File: src/rtl/mult_consts.svh
`ifndef MULT_CONSTS_SVH
`define MULT_CONSTS_SVH

// operand width of a and b
`define MULT_WIDTH 16

// full unsigned product, never wider than two operands
`define PROD_WIDTH 32

// bits per lookahead group in the final adder
`define CLA_GROUP 4

`endif

File: src/rtl/mult_pkg.sv
`include "mult_consts.svh"

package mult_pkg;

    typedef logic [`MULT_WIDTH-1:0] operand_t;

    // also used for one reduction row
    typedef logic [`PROD_WIDTH-1:0] product_t;

    // row i holds b << i when a[i] is set
    typedef product_t [`MULT_WIDTH-1:0] pp_rows_t;

    typedef struct packed {
        logic     valid;
        operand_t a;
        operand_t b;
    } mult_req_t;

    // redundant form out of the tree, product = sum_row + carry_row
    typedef struct packed {
        logic     valid;
        product_t sum_row;
        product_t carry_row;
    } csa_pair_t;

    typedef struct packed {
        logic     valid;
        product_t product;
    } mult_resp_t;

endpackage

File: src/rtl/partial_products.sv
`timescale 1ns/100ps
`include "mult_consts.svh"

module partial_products (
    input  mult_pkg::mult_req_t req,
    output mult_pkg::pp_rows_t  rows,
    output logic                rows_valid
);

    assign rows_valid = req.valid;  // no state here

    // each bit of a gates a copy of b shifted up to column i
    always_comb begin
        rows = '0;
        for (int i = 0; i < `MULT_WIDTH; i++) begin
            if (req.a[i]) begin
                rows[i] = mult_pkg::product_t'(req.b) << i;
            end
        end

        for (int i = 0; i < `MULT_WIDTH; i++) begin
            if (!req.a[i]) begin
                assert (rows[i] == '0)
                    else $error("row %0d not zero while a[%0d] is clear", i, i);
            end
        end
    end

endmodule

File: src/rtl/csa_tree.sv
`timescale 1ns/100ps
`include "mult_consts.svh"

module csa_tree (
    input  logic                clk,
    input  logic                reset,
    input  mult_pkg::pp_rows_t  rows,
    input  logic                rows_valid,
    output mult_pkg::csa_pair_t pair
);

    // three rows in, two rows out per counter group
    function automatic int rows_after(input int n);
        return (n / 3) * 2 + n % 3;
    endfunction

    function automatic int rows_at(input int layer);
        int n;
        n = `MULT_WIDTH;
        for (int k = 0; k < layer; k++) begin
            n = rows_after(n);
        end
        return n;
    endfunction

    function automatic int layer_count();
        int n;
        int layers;
        n = `MULT_WIDTH;
        layers = 0;
        while (n > 2) begin
            n = rows_after(n);
            layers++;
        end
        return layers;
    endfunction

    localparam int LAYERS = layer_count();  // 16 11 8 6 4 3 2

    mult_pkg::pp_rows_t layer_rows [0:LAYERS];
    mult_pkg::product_t row_total;

    assign layer_rows[0] = rows;

    for (genvar k = 0; k < LAYERS; k++) begin : g_layer
        localparam int N_IN  = rows_at(k);
        localparam int N_GRP = N_IN / 3;
        localparam int N_OUT = rows_at(k + 1);

        for (genvar grp = 0; grp < N_GRP; grp++) begin : g_counter
            mult_pkg::product_t x;
            mult_pkg::product_t y;
            mult_pkg::product_t z;

            assign x = layer_rows[k][3*grp];
            assign y = layer_rows[k][3*grp+1];
            assign z = layer_rows[k][3*grp+2];

            // full adder per column
            assign layer_rows[k+1][2*grp]   = x ^ y ^ z;
            assign layer_rows[k+1][2*grp+1] = ((x & y) | (x & z) | (y & z)) << 1;
        end

        // leftover rows skip this layer
        for (genvar r = 0; r < N_IN - 3 * N_GRP; r++) begin : g_pass
            assign layer_rows[k+1][2*N_GRP+r] = layer_rows[k][3*N_GRP+r];
        end

        for (genvar r = N_OUT; r < `MULT_WIDTH; r++) begin : g_empty
            assign layer_rows[k+1][r] = '0;
        end
    end

    // first pipeline stage
    always_ff @(posedge clk) begin
        pair.sum_row   <= layer_rows[LAYERS][0];
        pair.carry_row <= layer_rows[LAYERS][1];
        if (reset) begin
            pair.valid <= 1'b0;
        end else begin
            pair.valid <= rows_valid;
        end
    end

    // plain sum of the rows, reference for the tree
    always_comb begin
        row_total = '0;
        for (int i = 0; i < `MULT_WIDTH; i++) begin
            row_total = row_total + rows[i];
        end
    end

    // carries pushed past bit 31 are always zero for a 16x16 product
    a_tree_sum: assert property (
        @(posedge clk) disable iff (reset)
        pair.valid |-> mult_pkg::product_t'(pair.sum_row + pair.carry_row) == $past(row_total)
    ) else $error("tree rows do not add up to the partial products");

endmodule

File: src/rtl/cla_adder.sv
`timescale 1ns/100ps
`include "mult_consts.svh"

module cla_adder (
    input  logic                 clk,
    input  logic                 reset,
    input  mult_pkg::csa_pair_t  pair,
    output mult_pkg::mult_resp_t resp
);

    localparam int GROUPS = `PROD_WIDTH / `CLA_GROUP;

    // carry into bit j of a group, flattened sum of products
    function automatic logic group_carry(
        input logic [`CLA_GROUP-1:0] gv,
        input logic [`CLA_GROUP-1:0] pv,
        input logic                  cin,
        input int                    j
    );
        logic carry;
        logic term;
        carry = cin;
        for (int n = 0; n < j; n++) begin
            carry = carry & pv[n];
        end
        for (int m = 0; m < j; m++) begin
            term = gv[m];
            for (int n = m + 1; n < j; n++) begin
                term = term & pv[n];
            end
            carry = carry | term;
        end
        return carry;
    endfunction

    logic [`PROD_WIDTH-1:0] bit_g;
    logic [`PROD_WIDTH-1:0] bit_p;
    logic [`PROD_WIDTH-1:0] bit_c;
    logic [GROUPS-1:0]      grp_g;
    logic [GROUPS-1:0]      grp_p;
    logic [GROUPS:0]        grp_c;
    logic                   carry_out;
    mult_pkg::product_t     sum;

    assign bit_g = pair.sum_row & pair.carry_row;
    assign bit_p = pair.sum_row ^ pair.carry_row;

    assign grp_c[0] = 1'b0;

    for (genvar k = 0; k < GROUPS; k++) begin : g_group
        logic [`CLA_GROUP-1:0] gv;
        logic [`CLA_GROUP-1:0] pv;

        assign gv = bit_g[k*`CLA_GROUP +: `CLA_GROUP];
        assign pv = bit_p[k*`CLA_GROUP +: `CLA_GROUP];

        for (genvar j = 0; j < `CLA_GROUP; j++) begin : g_bit
            assign bit_c[k*`CLA_GROUP+j] = group_carry(gv, pv, grp_c[k], j);
        end

        assign grp_g[k] = group_carry(gv, pv, 1'b0, `CLA_GROUP);
        assign grp_p[k] = &pv;

        // groups ripple
        assign grp_c[k+1] = grp_g[k] | (grp_p[k] & grp_c[k]);
    end

    assign sum       = bit_p ^ bit_c;
    assign carry_out = grp_c[GROUPS];

    // second pipeline stage
    always_ff @(posedge clk) begin
        if (pair.valid) begin
            resp.product <= sum;
        end
        if (reset) begin
            resp.valid <= 1'b0;
        end else begin
            resp.valid <= pair.valid;
        end
    end

    // the product of two 16 bit operands fits in 32 bits
    a_no_overflow: assert property (
        @(posedge clk) disable iff (reset)
        pair.valid |-> !carry_out
    ) else $error("carry out of bit 31 on a valid pair");

    a_valid_known: assert property (
        @(posedge clk) disable iff (reset)
        !$isunknown(resp.valid)
    ) else $error("resp.valid unknown after reset");

endmodule

File: src/rtl/mult_pipe.sv
`timescale 1ns/100ps

module mult_pipe (
    input  logic                 clk,
    input  logic                 reset,
    input  mult_pkg::mult_req_t  req,
    output mult_pkg::mult_resp_t resp
);

    mult_pkg::pp_rows_t  rows;
    logic                rows_valid;
    mult_pkg::csa_pair_t pair;  // registered, stage 1

    // combinational, same cycle as req
    partial_products u_products (
        .req        (req),
        .rows       (rows),
        .rows_valid (rows_valid)
    );

    csa_tree u_tree (
        .clk        (clk),
        .reset      (reset),
        .rows       (rows),
        .rows_valid (rows_valid),
        .pair       (pair)
    );

    // resp two cycles after req
    cla_adder u_adder (
        .clk   (clk),
        .reset (reset),
        .pair  (pair),
        .resp  (resp)
    );

endmodule

File: config.mk
export PLATFORM = sky130hd
export DESIGN_NAME = mult_pipe
export DESIGN_NICKNAME = d
export VERILOG_FILES = /design/src/rtl/mult_pkg.sv /design/src/rtl/partial_products.sv /design/src/rtl/csa_tree.sv /design/src/rtl/cla_adder.sv /design/src/rtl/mult_pipe.sv
export VERILOG_INCLUDE_DIRS = /design/src /design/src/rtl
export SDC_FILE = /design/constraint.sdc
export NUM_CORES = 1
export LEC_CHECK = 0
export ABC_AREA = 0
export BUFFER_PORTS_ARGS = -buffer_cell sky130_fd_sc_hd__buf_4
export CAP_MARGIN = 10
export CORE_AREA = 4 4 156 158
export CTS_CLUSTER_DIAMETER = 30
export DETAILED_ROUTE_END_ITERATION = 12
export DIE_AREA = 0 0 160 162
export HOLD_SLACK_MARGIN = 0.06
export SKIP_CTS_REPAIR_TIMING = 1
export SLEW_MARGIN = 10
export SYNTH_ARGS = -nofsm -noshare
export SYNTH_HDL_FRONTEND = slang
export SYNTH_SLANG_ARGS = --single-unit
File: constraint.sdc
create_clock -name clk -period 12 [get_ports clk]
set_input_delay 1.8 -clock clk [delete_from_list [all_inputs] [get_ports clk]]
set_output_delay 1.8 -clock clk [all_outputs]
set_load 0.05 [all_outputs]
* Yosys cells after proc, flatten, opt, wreduce, memory -nomap -nowiden
Cells that the tools add are included.
Storage, ports and cells: flip-flop bits (word level) 97, bits in latches 0, RAM bits 0, bits in read-only memories 0, input bits 35, output and inout bits 33, word-level logic and storage cells 272, memories kept 0
Operators by class: add/sub/neg operators 0, multipliers 0, div/mod/pow operators 0, $lt $le $gt $ge 0, equality and inequality tests 0, shifts and indexed selects 0, muxes and demuxes 16, bitwise operators 245, reduce and logical (&&, ||, !) cells 6
Operators with widths (count):
- AND 31 bit | 28
- bitwise OR 31 bit | 23
- bitwise XOR 32 bit | 19
- AND 1 bit | 72
- bitwise OR 1 bit | 72
- bitwise XOR 32 x 31 -> 32 bit | 1
- two-way mux 31 bit | 1
- bitwise OR 31 x 18 -> 31 bit | 1
- bitwise OR 31 x 21 -> 31 bit | 1
- bitwise OR 31 x 24 -> 31 bit | 1
- bitwise OR 31 x 27 -> 31 bit | 1
- bitwise OR 31 x 30 -> 31 bit | 1
- AND 28 x 30 -> 30 bit | 1
- AND 29 x 30 -> 30 bit | 1
- two-way mux 30 bit | 1
- bitwise XOR 29 x 30 -> 30 bit | 1
- AND 28 x 29 -> 29 bit | 1
- two-way mux 29 bit | 1
- bitwise XOR 28 x 29 -> 29 bit | 1
- two-way mux 28 bit | 1
- AND 25 x 27 -> 27 bit | 1
- AND 26 x 27 -> 27 bit | 1
- two-way mux 27 bit | 1
- bitwise XOR 26 x 27 -> 27 bit | 1
- other kinds (29) | 34

* Longest topological paths before layout
depth in word-level cells 26, mapped depth 12, mapped depth without buffers 11

* Cells and area by module
From an unflattened synthesis, not the netlist that was laid out.
Second synthesis, totals: cell total of the unflattened synthesis 1803, area total of the unflattened synthesis 18310.1 sq um
By module, submodules not included:
- csa_tree | instances 1, cells an instance 1074, area each 12174.2 sq um, sequential area each 1261.2 sq um
- partial_products | instances 1, cells an instance 546, area each 3870.0 sq um, sequential area each 0.0 sq um
- cla_adder | instances 1, cells an instance 183, area each 2265.9 sq um, sequential area each 980.9 sq um

* Least setup slack after synthesis
Ideal clock, no wire load.
path kind input-to-reg, from in req[0] in the netlist's numbering, to reg, netlist name u_tree.pair[47], library setup time 0.131 ns, arrival 5.176 ns, required time 11.869 ns, slack 6.693 ns, stages on the path 12, path buffers 1, path through clkbuf_1 -> and2_1 -> fa_1 -> inv_1 -> fa_1 -> inv_1 -> fa_1 -> inv_1 -> fa_1 -> inv_1 -> fa_1 -> fa_1
RTL lines:
- from (decl) | RTL line mult_pipe.sv:6 | input mult_pkg::mult_req_t req,

==> results.yml <==
drt:
  drt_iter0_drc: 320
  ant_nets: 0
  vias: 6181
  drt_wl_total_mm: 21.77
  vias_per_cell: 4.788
  wl_per_cell_um: 16.86
  drc: 0
  drt-pass1-iter-count: 4
setup_path:
  cp_max_fo: 16
  r2r_cells: 11
  rr_endpoint: "u_adder.resp[27]"
  worstPathRequired_ns: 12.23
  regToRegSetupSlack_ns: 9.18
  r2r_start: "u_tree.pair[10]"
  crit_path_start_kind: "primary input"
  cp-end-kind: "flip-flop"
  cp.arrival_ns: 5.34
  crit_type: "in2reg"
cells_and_area:
  fillers: 2121
  drive_gt1_frac: 0.08492
  n_antenna_cell: 0
  fin_area_um2: 11190
  fin_nets: 1320
  final_cells: 1291
  syn2layout_area_growth_pct: 10.46
synth:
  synth_flop_cell: "dfxtp_1"
  synth_nets: 1273
  synth_top_area_frac: 0.4072
  synth_seq_cells: 90
  synth.avg_cell_area_um2: 10.67
  synth-edff-count: 32
  synth_common_cells: "and2_1 (206), fa_1 (206), inv_1 (201), ha_1 (83), dfxtp_1 (58)"
  synth.distinct_cells: 23
  seq_area_frac_synth: 0.2095
  async_reset_ff_frac: 0
  yosys-top-cells-area: "fa_1 (41%), and2_1 (13%), dfxtp_1 (11%)"
  netlist_area_um2: 10130
  synth_top_cell_by_area: "fa_1"
  synth_cells: 949
  yosysWarningCount: 0
sta:
  rsz0062_at_grt: "false"
  period_needed_ns: 5.109
  final-setup-viol-count: 0
  fmax_mhz: 195.7
  finalMaxSlewViolations: 0
  setup_tns_ns: 0
  hold_viol_final: 0
  worst_pin_slew_ns: 0.5019
  slew_headroom: 0.6628
  finClkSkew_ns: 0.01287
  fin_crit_sh: 0.4257
global_routing:
  antenna_found_initial: 0
  grt_overflow: 0
  grt_usage: 0.1822
  grt_max_degree: 34
  grt_pass1_vias: 6863
  grt_first_pass_wirelength_mm: 37.14
status:
  status: "finished clean"
power:
  switching_power_mw: 0.9186
  comb_power_share: 0.614
  vdd_drop_max_mv: 0.08434
  power_frac_seq: 0.246
  p_sw_frac: 0.4363
  power_frac_clock: 0.139
  internal_power_mw: 1.187
  p_per_area_nw_per_um2: 188.2
  power.total_mw: 2.105
  p_leak_nw: 5.303
placed_design:
  post_dp_cell_area_um2: 10880
  place_inst: 1275
  dp_hpwl_mm: 16.70
  place.port_buffers: 67
  place.gp.congestion: 0.8035
floorplan:
  die_area_um2: 25920
  start_util: 0.4380
  die_w_um: 160
  core_area_um2: 23120
  rows: 56
  io_pins: 68
  die_height_um: 162
clocking:
  clk_latency_ns: 0.34
  clk_pin_slew_ns: 0.07
  clock_path_buffers: 2
  cts_tree: "done"
  cts.root.buffer_cell: "clkbuf_16"
  cts_sinks: 90
  htreeDepth: 3
  numCtsBuffers: 9
hold_path:
  min_path_cells: 0
  hold_path.startpoint: "u_tree.pair[38]"
  hold_path.class: "reg2reg"
  holdPathEnd: "u_adder.resp[6]"
flow_run:
  cap_violations: 0
sequential cells by signal (all words and copies together), names as in the netlist:
signal        count
u_adder.resp     33
u_tree.pair      57
power groups by stage:
stage	logic [mW]	clock network (mW)	registers (mW)
2_1_floorplan	0.828	0	0.637
3_5_place_dp	1.31	0	0.527
3_3_place_gp	1.27	0	0.526
6_report	1.29	0.293	0.519
5_1_grt	1.52	0.317	0.531
4_1_cts	1.32	0.303	0.520
metal layers:
metal	part of all wire	vias to the layer above	global-route usage
met5	0	-	0
met1	0.48	3163	0.2646
met4	0.0090	0	0.03598
li1	-	2884	-
met2	0.48	119	0.2979
met3	0.035	15	0.02360
stage by stage:
stage / hold slack (ns) / worst slack, ns / util
after floorplan: 0.3855 / 6.693 / -
after global placement: 0.3871 / 6.556 / 0.4706
after detailed placement: 0.3887 / 6.515 / 0.4706
after CTS: 0.3999 / 6.879 / 0.4838
after global routing: 0.4048 / 6.782 / 0.4838
final: 0.3985 / 6.891 / 0.4838
kinds of logic after synthesis:
group / after synthesis / share of synthesized area
flip-flops: 90 / 0.2095
buffers and inverters: 233 / 0.08636
AO/OA/AOI/OAI: 32 / 0.02150
XOR/XNOR: 12 / 0.01038
adder cells (fa/ha/maj): 289 / 0.5098
AND/OR/NAND/NOR: 293 / 0.1625
worst max-delay path, cell delays in order:
cell    delay (ns)
buf_4         0.18
and2_1        0.19
fa_1          0.54
inv_1         0.06
fa_1          0.52
inv_1         0.05
fa_1          0.43
fa_1          0.49
inv_1         0.05
fa_1          0.54
inv_1         0.06
fa_1          0.42
cell usage in the layout (no fill, tap or decap):
master and n:
a211oi_2 1, a21o_1 1, a21oi_1 10, a2bb2oi_2 1, and2_1 206, buf_4 68
bufinv_16 1, clkbuf_1 1, clkbuf_16 9, clkbuf_8 1, clkinv_4 2, clkinvlp_4 1
dfxtp_1 58, edfxtp_1 32, fa_1 206, ha_1 83, inv_1 201, inv_6 1
nand2_1 57, nand3_1 2, nand4_1 4, nor2_1 14, nor2b_1 2, nor3_1 7
nor3b_1 1, o21a_1 15, o21ai_0 1, o21ai_1 3, xnor2_1 7, xor2_1 5
how the worst max path moves through the flow:
stage | startpoint | endpoint | slack, ns | cells past startpoint
detailed placement | req[30] | u_tree.pair[47] | 6.52 | 12
global route | req[30] | u_tree.pair[47] | 6.78 | 12
CTS | req[30] | u_tree.pair[47] | 6.88 | 12
finish | req[30] | u_tree.pair[55] | 6.89 | 12
global placement | req[6] | u_tree.pair[52] | 6.56 | 10
floorplan | req[0] | u_tree.pair[47] | 6.69 | 12
layout make-up:
type | count | area [µm²] | area share
clock inverter | 5 | 63.81 | 0.005704
timing repair buffer | 68 | 510.5 | 0.04563
sequential | 90 | 2122 | 0.1897
tap | 290 | 362.8 | 0.03243
multi-input combinational | 626 | 7131 | 0.6374
inverter | 201 | 754.5 | 0.06744
clock buffer | 11 | 242.7 | 0.02170
No activity file was read; power rests on OpenSTA's default activity.
